[src/hw/uart_rx_pkg.sv]
package uart_rx_pkg;

    // Narrower frames are zero-extended to this many data bits
    localparam int MAX_DATA_BITS = 8;

    // Register addresses seen on the 2-bit Wishbone address
    localparam logic [1:0] ADR_DATA   = 2'd0;  // Pops one character from the buffer
    localparam logic [1:0] ADR_STATUS = 2'd1;  // Buffer state and sticky overrun

    // Bit positions inside the status register
    localparam int STAT_NOT_EMPTY = 0;
    localparam int STAT_FULL      = 1;
    localparam int STAT_OVERRUN   = 2;

    // One received character with its error flags
    // The first member is the MSB, so the flags land in bits 10..8 of the data register
    typedef struct packed {
        logic                     frm;   // Some stop bit was sampled low
        logic                     par;   // Parity bit differs from the XOR of the data bits
        logic                     brk;   // Every bit of the frame was low
        logic [MAX_DATA_BITS-1:0] data;  // Data bits, first bit on the line in bit 0
    } rx_char_t;

    // Wishbone classic request from the bus master
    typedef struct packed {
        logic        cyc;    // Bus cycle in progress
        logic        stb;    // Strobe held until ack
        logic        we;     // Write when high
        logic [1:0]  adr;    // Register address
        logic [15:0] dat_w;  // Write data that this slave ignores
    } wb_req_t;

    // Wishbone classic response from the slave
    typedef struct packed {
        logic        ack;    // One clock wide
        logic [15:0] dat_r;  // Valid while ack is high
    } wb_rsp_t;

endpackage

[src/hw/rx_fifo.sv]
`timescale 1ns/1ps

module rx_fifo #(
    parameter type payload_t = logic [7:0],
    parameter int  DEPTH     = 8
) (
    input  logic     Clk,
    input  logic     reset,
    input  logic     push,
    input  payload_t push_data,
    input  logic     pop,
    output payload_t head,
    output logic     empty,
    output logic     full
);

    localparam int AW = $clog2(DEPTH);  // DEPTH is a power of two

    // Circular buffer storage
    payload_t mem [DEPTH];

    // Pointers carry one extra wrap bit to tell full from empty
    logic [AW:0] wr_ptr;
    logic [AW:0] rd_ptr;

    logic do_push;
    logic do_pop;

    assign do_push = push && !full;   // A push into a full buffer is lost
    assign do_pop  = pop && !empty;   // Popping an empty buffer does nothing

    // Same address, same lap means nothing stored
    assign empty = (wr_ptr == rd_ptr);

    // Same address, different lap means every slot is taken
    assign full = (wr_ptr[AW] != rd_ptr[AW]) && (wr_ptr[AW-1:0] == rd_ptr[AW-1:0]);

    // Oldest entry is always on the output without read latency
    assign head = mem[rd_ptr[AW-1:0]];

    always_ff @(posedge Clk) begin
        if (do_push) begin
            mem[wr_ptr[AW-1:0]] <= push_data;
        end
    end

    // Push and pop in one clock both move their pointer
    always_ff @(posedge Clk) begin
        if (reset) begin
            wr_ptr <= '0;
            rd_ptr <= '0;
        end else begin
            if (do_push) begin
                wr_ptr <= wr_ptr + 1'b1;
            end
            if (do_pop) begin
                rd_ptr <= rd_ptr + 1'b1;
            end
        end
    end

endmodule

[src/hw/uart_rx.sv]
`timescale 1ns/1ps

module uart_rx #(
    parameter int DATA_BITS = 8,
    parameter int STOP_BITS = 2,
    parameter int CLK_DIV   = 2
) (
    input  logic                  Clk,
    input  logic                  reset,
    input  logic                  rxd,
    input  logic                  full,
    output logic                  rts,
    output logic                  push,
    output uart_rx_pkg::rx_char_t push_char,
    output logic                  overrun_pulse
);

    // Start, data, parity and stop bits in one frame
    localparam int NUM_BITS = 1 + DATA_BITS + 1 + STOP_BITS;
    localparam int DIV_W    = (CLK_DIV > 1) ? $clog2(CLK_DIV) : 1;
    localparam int CNT_W    = $clog2(NUM_BITS);
    localparam int PAR_POS  = DATA_BITS + 1;  // Parity bit position in the shift register

    typedef enum logic [1:0] {
        ST_IDLE,     // Waiting for a falling edge on the line
        ST_RECV,     // Sampling the frame
        ST_CHECK,    // Computing the error flags
        ST_DELIVER   // Pushing the character or flagging overrun
    } state_t;

    state_t state;

    // Oversampling counters
    logic [DIV_W-1:0] div_cnt;     // Clocks within one oversample tick
    logic [3:0]       sample_cnt;  // Ticks within one bit, wraps every 16
    logic [CNT_W-1:0] bit_cnt;     // Bits sampled so far in this frame
    logic             tick;
    logic             sample;
    logic             last_bit;

    // Frame bits with the first bit on the line ending up in bit 0
    logic [NUM_BITS-1:0] shreg;

    // Fields pulled out of the finished frame
    logic [DATA_BITS-1:0]                 data_bits;
    logic [uart_rx_pkg::MAX_DATA_BITS-1:0] data_ext;
    logic                                 parity_bit;
    logic [STOP_BITS-1:0]                 stop_bits;

    uart_rx_pkg::rx_char_t char_q;

    // One tick every CLK_DIV clocks while a frame is being received
    assign tick = (div_cnt == DIV_W'(CLK_DIV - 1));

    // The eighth tick of a bit period lands in the middle of the bit
    assign sample = tick && (sample_cnt == 4'd7);

    assign last_bit = (bit_cnt == CNT_W'(NUM_BITS - 1));  // The final stop bit

    // State register and counters
    always_ff @(posedge Clk) begin
        if (reset) begin
            state      <= ST_IDLE;
            div_cnt    <= '0;
            sample_cnt <= '0;
            bit_cnt    <= '0;
        end else begin
            case (state)
                ST_IDLE: begin
                    if (!rxd) begin
                        state <= ST_RECV;  // Falling edge starts the tick count from zero
                    end
                end
                ST_RECV: begin
                    if (sample && last_bit) begin
                        state <= ST_CHECK;  // All bits are in once the last stop bit is taken
                    end
                end
                ST_CHECK: begin
                    state <= ST_DELIVER;
                end
                default: begin
                    state <= ST_IDLE;  // Back to idle right after delivery
                end
            endcase

            // Counters only run inside a frame and sit at zero otherwise
            if (state == ST_RECV) begin
                div_cnt <= tick ? '0 : div_cnt + 1'b1;
                if (tick) begin
                    sample_cnt <= sample_cnt + 1'b1;  // Wraps naturally after 16 ticks
                end
                if (sample) begin
                    bit_cnt <= bit_cnt + 1'b1;
                end
            end else begin
                div_cnt    <= '0;
                sample_cnt <= '0;
                bit_cnt    <= '0;
            end
        end
    end

    // Each bit enters at the top and moves down, so the start bit settles in bit 0
    always_ff @(posedge Clk) begin
        if (sample) begin
            shreg <= {rxd, shreg[NUM_BITS-1:1]};
        end
    end

    assign data_bits  = shreg[DATA_BITS:1];
    assign parity_bit = shreg[PAR_POS];
    assign stop_bits  = shreg[NUM_BITS-1 -: STOP_BITS];

    // Short frames leave the upper data bits at zero
    always_comb begin
        data_ext                  = '0;
        data_ext[DATA_BITS-1:0] = data_bits;
    end

    // The flags are captured in the check state and held through delivery
    always_ff @(posedge Clk) begin
        if (state == ST_CHECK) begin
            char_q.data <= data_ext;
            char_q.brk  <= (shreg == '0);               // Line held low for the whole frame
            char_q.par  <= (^data_bits) ^ parity_bit;   // Even parity expects a zero here
            char_q.frm  <= (stop_bits != '1);
        end
    end

    assign push_char = char_q;

    // A frame that finds the buffer full is dropped and reported as overrun
    assign push          = (state == ST_DELIVER) && !full;
    assign overrun_pulse = (state == ST_DELIVER) && full;

    // Ready to send only when idle and a slot is free
    assign rts = (state == ST_IDLE) && !full;

endmodule

[src/hw/uart_rx_top.sv]
`timescale 1ns/1ps

module uart_rx_top #(
    parameter int DATA_BITS  = 8,   // 5 to 8
    parameter int STOP_BITS  = 2,   // 1 or 2
    parameter int CLK_DIV    = 2,   // Clocks per oversample tick
    parameter int FIFO_DEPTH = 8    // Power of two
) (
    input  logic                 Clk,
    input  logic                 reset,
    input  logic                 rxd,
    output logic                 rts,
    input  uart_rx_pkg::wb_req_t wb_req,
    output uart_rx_pkg::wb_rsp_t wb_rsp
);

    // Receiver to buffer
    logic                  push;
    uart_rx_pkg::rx_char_t push_char;
    logic                  overrun_pulse;

    // Buffer to bus port
    uart_rx_pkg::rx_char_t head;
    logic                  empty;
    logic                  full;
    logic                  pop;

    // Serial line in, one character per completed frame out
    uart_rx #(
        .DATA_BITS (DATA_BITS),
        .STOP_BITS (STOP_BITS),
        .CLK_DIV   (CLK_DIV)
    ) i_uart_rx (
        .Clk           (Clk),
        .reset         (reset),
        .rxd           (rxd),
        .full          (full),
        .rts           (rts),
        .push          (push),
        .push_char     (push_char),
        .overrun_pulse (overrun_pulse)
    );

    rx_fifo #(
        .payload_t (uart_rx_pkg::rx_char_t),
        .DEPTH     (FIFO_DEPTH)
    ) i_rx_fifo (
        .Clk       (Clk),
        .reset     (reset),
        .push      (push),
        .push_data (push_char),
        .pop       (pop),
        .head      (head),
        .empty     (empty),
        .full      (full)
    );

    // Processor side
    wb_rx_port i_wb_rx_port (
        .Clk           (Clk),
        .reset         (reset),
        .wb_req        (wb_req),
        .wb_rsp        (wb_rsp),
        .head          (head),
        .empty         (empty),
        .full          (full),
        .overrun_pulse (overrun_pulse),
        .pop           (pop)
    );

endmodule

[src/hw/wb_rx_port.sv]
`timescale 1ns/1ps

module wb_rx_port (
    input  logic                  Clk,
    input  logic                  reset,
    input  uart_rx_pkg::wb_req_t  wb_req,
    output uart_rx_pkg::wb_rsp_t  wb_rsp,
    input  uart_rx_pkg::rx_char_t head,
    input  logic                  empty,
    input  logic                  full,
    input  logic                  overrun_pulse,
    output logic                  pop
);

    logic        ack_q;
    logic        done;      // Current strobe has been answered
    logic        overrun;   // Sticky until a status write
    logic [15:0] dat_q;     // Read data presented with ack
    logic [15:0] rd_mux;

    logic access;
    logic data_rd;
    logic status_wr;

    // A strobe is taken once, then ignored until the master drops it
    assign access = wb_req.cyc && wb_req.stb && !done;

    assign data_rd   = access && !wb_req.we && (wb_req.adr == uart_rx_pkg::ADR_DATA);
    assign status_wr = access && wb_req.we && (wb_req.adr == uart_rx_pkg::ADR_STATUS);

    // Register map for reads
    always_comb begin
        rd_mux = '0;
        if (!wb_req.we) begin
            case (wb_req.adr)
                uart_rx_pkg::ADR_DATA: begin
                    // Empty buffer reads as zero
                    if (!empty) begin
                        rd_mux[$bits(uart_rx_pkg::rx_char_t)-1:0] = head;
                    end
                end
                uart_rx_pkg::ADR_STATUS: begin
                    rd_mux[uart_rx_pkg::STAT_NOT_EMPTY] = !empty;
                    rd_mux[uart_rx_pkg::STAT_FULL]      = full;
                    rd_mux[uart_rx_pkg::STAT_OVERRUN]   = overrun;
                end
                default: ;  // Unused addresses read zero
            endcase
        end
    end

    // Handshake and overrun state
    always_ff @(posedge Clk) begin
        if (reset) begin
            ack_q   <= 1'b0;
            done    <= 1'b0;
            pop     <= 1'b0;
            overrun <= 1'b0;
        end else begin
            ack_q <= access;               // One clock after the strobe is seen
            pop   <= data_rd && !empty;    // Pop lines up with the ack of the data read

            if (access) begin
                done <= 1'b1;
            end else if (!(wb_req.cyc && wb_req.stb)) begin
                done <= 1'b0;              // The next access may start once the strobe is gone
            end

            // A new overrun in the clearing clock keeps the flag set
            if (overrun_pulse) begin
                overrun <= 1'b1;
            end else if (status_wr) begin
                overrun <= 1'b0;
            end
        end
    end

    // Read data is captured with the strobe and stays valid while ack is high
    always_ff @(posedge Clk) begin
        if (access) begin
            dat_q <= rd_mux;
        end
    end

    assign wb_rsp = '{ack: ack_q, dat_r: dat_q};

endmodule

[config.mk]
export PLATFORM = sky130hd
export DESIGN_NAME = uart_rx_top
export DESIGN_NICKNAME = d
export VERILOG_FILES = /design/src/hw/uart_rx_pkg.sv /design/src/hw/rx_fifo.sv /design/src/hw/uart_rx.sv /design/src/hw/uart_rx_top.sv /design/src/hw/wb_rx_port.sv
export SDC_FILE = /design/constraint.sdc
export NUM_CORES = 1
export LEC_CHECK = 0
export ABC_AREA = 1
export BUFFER_PORTS_ARGS = -buffer_cell sky130_fd_sc_hd__buf_2
export CAP_MARGIN = 40
export CORE_ASPECT_RATIO = 1.4
export CORE_MARGIN = 1
export CORE_UTILIZATION = 29
export DETAILED_ROUTE_END_ITERATION = 6
export SLEW_MARGIN = 5
export SYNTH_ARGS = -nofsm -noshare
export SYNTH_HDL_FRONTEND = slang
export SYNTH_HIERARCHICAL = 1
export SYNTH_SLANG_ARGS = --single-unit
[constraint.sdc]
create_clock -name Clk -period 3.9 [get_ports Clk]
set_input_delay 0.78 -clock Clk [delete_from_list [all_inputs] [get_ports Clk]]
set_output_delay 0.78 -clock Clk [all_outputs]
set_load 0.005 [all_outputs]
==> results of run 1 <==
[stage by stage]
step / instances / total power (uW) / hold WS (ns) / util / cell area, sq um
floorplan: 598 / 2130 / 0.441 / - / 6300
global placement: 861 / 2210 / 0.455 / 0.313 / 6640
CTS: 893 / 3760 / 0.466 / 0.339 / 7200
detailed placement: 861 / 2220 / 0.455 / 0.313 / 6640
global route: 893 / 3870 / 0.482 / 0.339 / 7200
finish: 893 / 3720 / 0.466 / 0.339 / 7200
[sequential cells by signal (all words and copies together) (netlist names), named ones only]
signal                count
i_wb_rx_port/pop          1
i_rx_fifo/mem            88
i_uart_rx/shreg          12
i_rx_fifo/wr_ptr          4
i_wb_rx_port/done         1
i_rx_fifo/rd_ptr          4
i_uart_rx/bit_cnt         4
i_uart_rx/push_char      11
i_wb_rx_port/ack_q        1
i_wb_rx_port/overrun      1
i_uart_rx/state           2
i_uart_rx/div_cnt         1
i_wb_rx_port/dat_q       11
i_uart_rx/sample_cnt      4
[worst reg2reg max path: cells and delay by family, from the launching register on]
kind	cells	cell delay [ns]
simple gates	6	1.28
flops	1	0.44
buf+inv	3	0.42
[routing by layer]
layer / GRT usage / wire length, microns / vias to the layer above
met4: 0.0482 / 197 / 0
li1: - / - / 2031
met2: 0.215 / 6200 / 51
met1: 0.114 / 4870 / 1878
met3: 0.0261 / 264 / 13
met5: 0 / 0 / -
[synth_stat cells]
| master | number |
|---|---|
| a21oi_1 | 16 |
| a21oi_2 | 3 |
| buf_2 | 9 |
| buf_4 | 7 |
| buf_6 | 1 |
| clkbuf_1 | 4 |
| clkbuf_2 | 3 |
| clkinv_1 | 1 |
| conb_1 | 1 |
| dfxtp_1 | 26 |
| edfxtp_1 | 122 |
| ha_1 | 8 |
| inv_1 | 53 |
| inv_2 | 6 |
| nand2_1 | 105 |
| nand2_2 | 5 |
| nand2_4 | 3 |
| nand3_1 | 19 |
| nand3_2 | 2 |
| nand3_4 | 2 |
| nand4_1 | 1 |
| nand4_2 | 1 |
| nor2_1 | 110 |
| nor2_2 | 6 |
| nor2_4 | 1 |
| nor2_8 | 1 |
| nor3_1 | 1 |
| nor3_2 | 1 |
| nor4_1 | 2 |
| o211a_1 | 1 |
| o21ai_0 | 42 |
| o21ai_1 | 28 |
| o21ai_2 | 1 |
| xor2_1 | 2 |
[worst max-delay path by stage]
| stage | from | endpoint |
|---|---|---|
| after floorplan | i_rx_fifo/wr_ptr[0]$_SDFFE_PP0P_ | i_rx_fifo/mem[3][0]$_DFFE_PP_ |
| after global placement | i_rx_fifo/wr_ptr[1]$_SDFFE_PP0P_ | i_rx_fifo/mem[6][5]$_DFFE_PP_ |
| after detailed placement | i_rx_fifo/rd_ptr[0]$_SDFFE_PP0P_ | i_rx_fifo/mem[2][5]$_DFFE_PP_ |
| after CTS | i_rx_fifo/wr_ptr[1]$_SDFFE_PP0P_ | rts |
| after global routing | i_rx_fifo/rd_ptr[0]$_SDFFE_PP0P_ | rts |
| final | i_rx_fifo/rd_ptr[1]$_SDFFE_PP0P_ | rts |
[power by group through the flow]
| stage | Clock (uW) | Sequential (uW) | Combinational, uW |
|---|---|---|---|
| 6_report | 1540 | 1890 | 284 |
| 5_1_grt | 1640 | 1910 | 328 |
| 4_1_cts | 1570 | 1890 | 290 |
| 3_5_place_dp | 0 | 1930 | 289 |
| 3_3_place_gp | 0 | 1930 | 286 |
| 2_1_floorplan | 0 | 1900 | 227 |
[logic make-up (layout without fill, tap and decap cells)]
kind of cell,after synthesis,after routing,synth area share
buffers and inverters,84,119,0.0580
AND/OR/NAND/NOR,260,260,0.181
other,1,5,0.000597
adder cells (fa/ha/maj),8,8,0.0159
XOR/XNOR,2,2,0.00279
flip-flops,148,148,0.666
AO/OA/AOI/OAI,91,91,0.0757
[cell type report]
class / count / share of cell area
Sequential cell: 148 / 0.581
Multi-Input combinational cell: 366 / 0.243
Clock buffer: 19 / 0.0631
Tap cell: 260 / 0.0452
Inverter: 60 / 0.0313
Timing Repair Buffer: 27 / 0.0212
Clock inverter: 13 / 0.0149
==> results.cfg, run 1 <==
[run_status]
status = finished clean

[drt]
drtPass1Iterations = 4
wl_per_cell_microns = 12.9
postRouteWirelength_microns = 11500
drt-initial-drc-count = 202
vias = 3973
vias_per_cell = 4.45
drc = 0
drtAntennaViolNets = 0

[finish]
final_common_cell = edfxtp_1
final_cell_mix = edfxtp_1 (122), nor2_1 (110), nand2_1 (105), inv_1 (53), o21ai_0 (42)
multiInputGateArea_sq_mm = 0.00175
drive_gt1_frac = 0.142
layout.nets = 652
num_antenna_cells = 0
register_area_sq_mm = 0.00418
fillers = 2096
syn_to_final_growth_pct = 14.6

[sta]
setup_violations = 0
rsz0062_at_grt = no
period_minus_slack_ns = 2.62
setup_tns_ns = 0
period_share = 0.673
fin_skew_ns = 0.0112
slew_headroom = 0.462
final_max_slew_viol_count = 0
setup_slack_ns = 1.28
max_freq_mhz = 381
worstMarginPinSlew_ns = 0.806
finalHoldViolations = 0

[power]
p_per_area_mw_per_mm2 = 516
p_leak_uw = 0.00275
seq_power_share = 0.509
p_switching_uw = 924
clkPwrFrac = 0.414
ir_drop_uv = 333
switching_share = 0.249
intPower_uw = 2790
power_frac_comb = 0.076

[critical_path]
cpMostUsedCell = inv_1
slowest_stage = dfxtp_1
crit_arrival_ns = 1.84
worstPathCellList = inv_1 -> nand2_1 -> nand2_2 -> clkinv_1 -> nand4_2 -> inv_1 -> nor2_1 -> buf_2
reg2reg_slack_ns = 1.36
timing.rr.start = i_rx_fifo/rd_ptr[0]$_SDFFE_PP0P_
path_delay_family = buffers and inverters
critPathMaxFanout = 11
slowest_delay_ns = 0.46
required_ns = 3.12
crit_cells = 8
crit_type = reg -> out
worst-path-buf-inv = 4
critPathCaptureType = output pin
rr_worst_depth = 9
start_kind = register
reg2reg_to = i_rx_fifo/mem[2][8]$_DFFE_PP_

[logic_synthesis]
yosys.area.top_type = edfxtp_1
yosysSeqAreaShare = 0.666
synth_top_area_share = 0.583
synth-seq-cells = 148
ys_warn_count = 6
syn_inst = 594
yosysUniqueCellTypes = 34
syn_area_sq_mm = 0.00628
synthTopCellsByArea = edfxtp_1 (58%), dfxtp_1 (8.3%), nor2_1 (6.6%)
syn_area_per_cell_sq_um = 10.6

[global_route]
track_usage = 0.112
grt.overflow.total = 0
antenna_found_initial = 0
grt_pass1_vias = 3883
grt_pass1_wl_microns = 18800
grt_start_max_net_pins = 45

[clocking]
numCtsBuffers = 17
clk_latency_ns = 0.41
cts_root_buf = clkbuf_16
clkSlewWorstSetupHoldPaths_ns = 0.06
post_cts_buffers = 0
clock-sinks = 148
cts_htree_levels = 4
cts_hold_buf = 0
cts_buffer_depth = 2
cts_resized = 0
cts_tree = done

[floorplan]
die_h_microns = 176
io_pins = 42
core_area_sq_mm = 0.0212
fp.dieW_microns = 126
die-area_sq_mm = 0.0223
start_util = 0.296
num_rows = 63

[flow_run]
drv_cap = 0

[min_path]
hold_end = i_uart_rx/bit_cnt[3]$_SDFFE_PP0P_
min_path_type = reg -> reg
min_from = i_uart_rx/bit_cnt[3]$_SDFFE_PP0P_
worstHoldPathCells = 2

[place]
portBuffers = 20
hpwl_microns = 7560
gp_congestion = 0.772
pre_cts_ws_ns = 1.37
(Power assumes the default switching activity.)
==> run 2: changes to the inputs <==
- clock period: 3.9 -> 2.1 ns (I/O delays scaled with it)
==> run 2 against run 1 <==
- cell area rose by 4.0%
- clock power increased by 100%
- sequential share of layout area is 2.1 points lower
- via count increased by 0.13%
- count of clock-buffer cells in the layout grew 4
- first-iteration DRC count rose by 25%
- final cell count increased by 1.5%
- combinational power is 100% higher
- clock skew is 0.0094 ns higher
- non-clock buffer count is 13 higher
- power up 94%
- wire length rose by 1.5%
==> results.cfg, run 2 (same netlist as run 1, synthesis figures left out) <==
[finish]
final_common_cell = edfxtp_1
num_antenna_cells = 0
syn_to_final_growth_pct = 19.1
final_cell_mix = edfxtp_1 (122), nor2_1 (108), nand2_1 (105), inv_1 (53), o21ai_0 (42)
layout.nets = 665
largest_register_ffs = 88
instances_no_fill = 906
drive_gt1_frac = 0.172
final_cell_area_sq_mm = 0.00748
fillers = 2012

[clocking]
cts_htree_levels = 4
cts_hold_buf = 0
cts_root_buf = clkbuf_16
clkSlewWorstSetupHoldPaths_ns = 0.06
cts_tree = done
clock-sinks = 148
numCtsBuffers = 17
cts_buffer_depth = 2
clk_latency_ns = 0.42

[critical_path]
critPathMaxFanout = 7
start_kind = register
crit_type = reg -> out
crit_arrival_ns = 1.55
critPathCaptureType = output pin
rr_worst_depth = 10
required_ns = 1.68

[power]
power_frac_comb = 0.079
p_leak_uw = 0.00288
clkPwrFrac = 0.433
total_power_uw = 7210
intPower_uw = 5530
p_per_area_mw_per_mm2 = 963
switching_share = 0.232
ir_drop_uv = 650
seq_power_share = 0.488
p_switching_uw = 1670

[drt]
drtPass1Iterations = 5
drtAntennaViolNets = 0
vias = 3978
postRouteWirelength_microns = 11700
drt-initial-drc-count = 252
drc = 0
wl_per_cell_microns = 12.9
vias_per_cell = 4.39

[global_route]
track_usage = 0.112
grt.busiest_layer = met2
grt_use_met2 = 0.216
grtUsageMet3 = 0.0245
grt_start_max_net_pins = 45
globalRouteMet1Util = 0.113
antenna_found_initial = 0
grt_pass1_vias = 3825
grt_pass1_wl_microns = 18900
grt.overflow.total = 0

[sta]
period_minus_slack_ns = 1.97
hold_ws_ns = 0.228
max_freq_mhz = 509
rsz0062_at_grt = no
final_max_slew_viol_count = 0
period_share = 0.936
fin_skew_ns = 0.0206
setup_tns_ns = 0
finalHoldViolations = 0
setup_violations = 0

[place]
hpwl_microns = 7630
portBuffers = 20
placed_cells_incl_taps = 873
gp_congestion = 0.767
place_area_sq_mm = 0.00683

[floorplan]
start_util = 0.296
io_pins = 42
die_h_microns = 176
num_rows = 63
fp.dieW_microns = 126
core_area_sq_mm = 0.0212
die-area_sq_mm = 0.0223

[min_path]
min_path_type = in -> reg
worstHoldPathCells = 1

[run_status]
status = finished clean

[flow_run]
drv_cap = 0
==> run 2: critical path, cell delays in order, from the launching register on <==
cell	delay (ns)
dfxtp_2	0.39
inv_1	0.09
nand2_1	0.08
nand2_2	0.06
nand4_2	0.09
inv_1	0.06
buf_4	0.15
nor2_2	0.10
buf_2	0.12
==> run 2: timing repair <==
action,in CTS,in global routing
buffers inserted,0,1
resized for setup,0,8
endpoints found under the hold margin,0,0
setup endpoints to repair,0,1
==> run 2: worst paths after layout <==
check                                    start                                end  slack (ns)
max           i_rx_fifo/wr_ptr[2]$_SDFFE_PP0P_                                rts        0.13
min                                        rxd      i_uart_rx/shreg[11]$_DFFE_PP_        0.23
max reg2reg   i_rx_fifo/wr_ptr[2]$_SDFFE_PP0P_      i_rx_fifo/mem[2][7]$_DFFE_PP_        0.28
min reg2reg  i_uart_rx/bit_cnt[3]$_SDFFE_PP0P_  i_uart_rx/bit_cnt[3]$_SDFFE_PP0P_        0.47
==> run 2: final cells by class <==
cell class	count	area, sq um	area share
clock buffers	23	532	0.0711
clock inverters	9	103	0.0137
inverters	60	225	0.0301
multi-input cells	366	1750	0.234
flip-flops and latches	148	4190	0.560
well taps	260	325	0.0435
repair buffers	40	350	0.0468
==> run 2: metal layers <==
layer / vias to the layer above / routed length (microns)
met3: 13 / 296
li1: 2047 / -
met1: 1856 / 4590
met2: 62 / 6630
met4: 0 / 182
met5: - / 0
==> run 2: power by group through the flow <==
stage	Clock, uW	Sequential (uW)	Combinational, uW
finish	3120	3510	572
global route	3300	3530	661
CTS	3180	3510	580
detailed placement	0	3580	573
global placement	0	3570	566
floorplan	0	3530	423
==> run 2: per-stage QoR <==
stage | util | setup WS (ns)
after CTS | 0.352 | 0.000118
after detailed placement | 0.322 | 0.199
after floorplan | - | -0.139
after global routing | 0.353 | 0.0102
final | 0.353 | 0.134
after global placement | 0.322 | 0.213
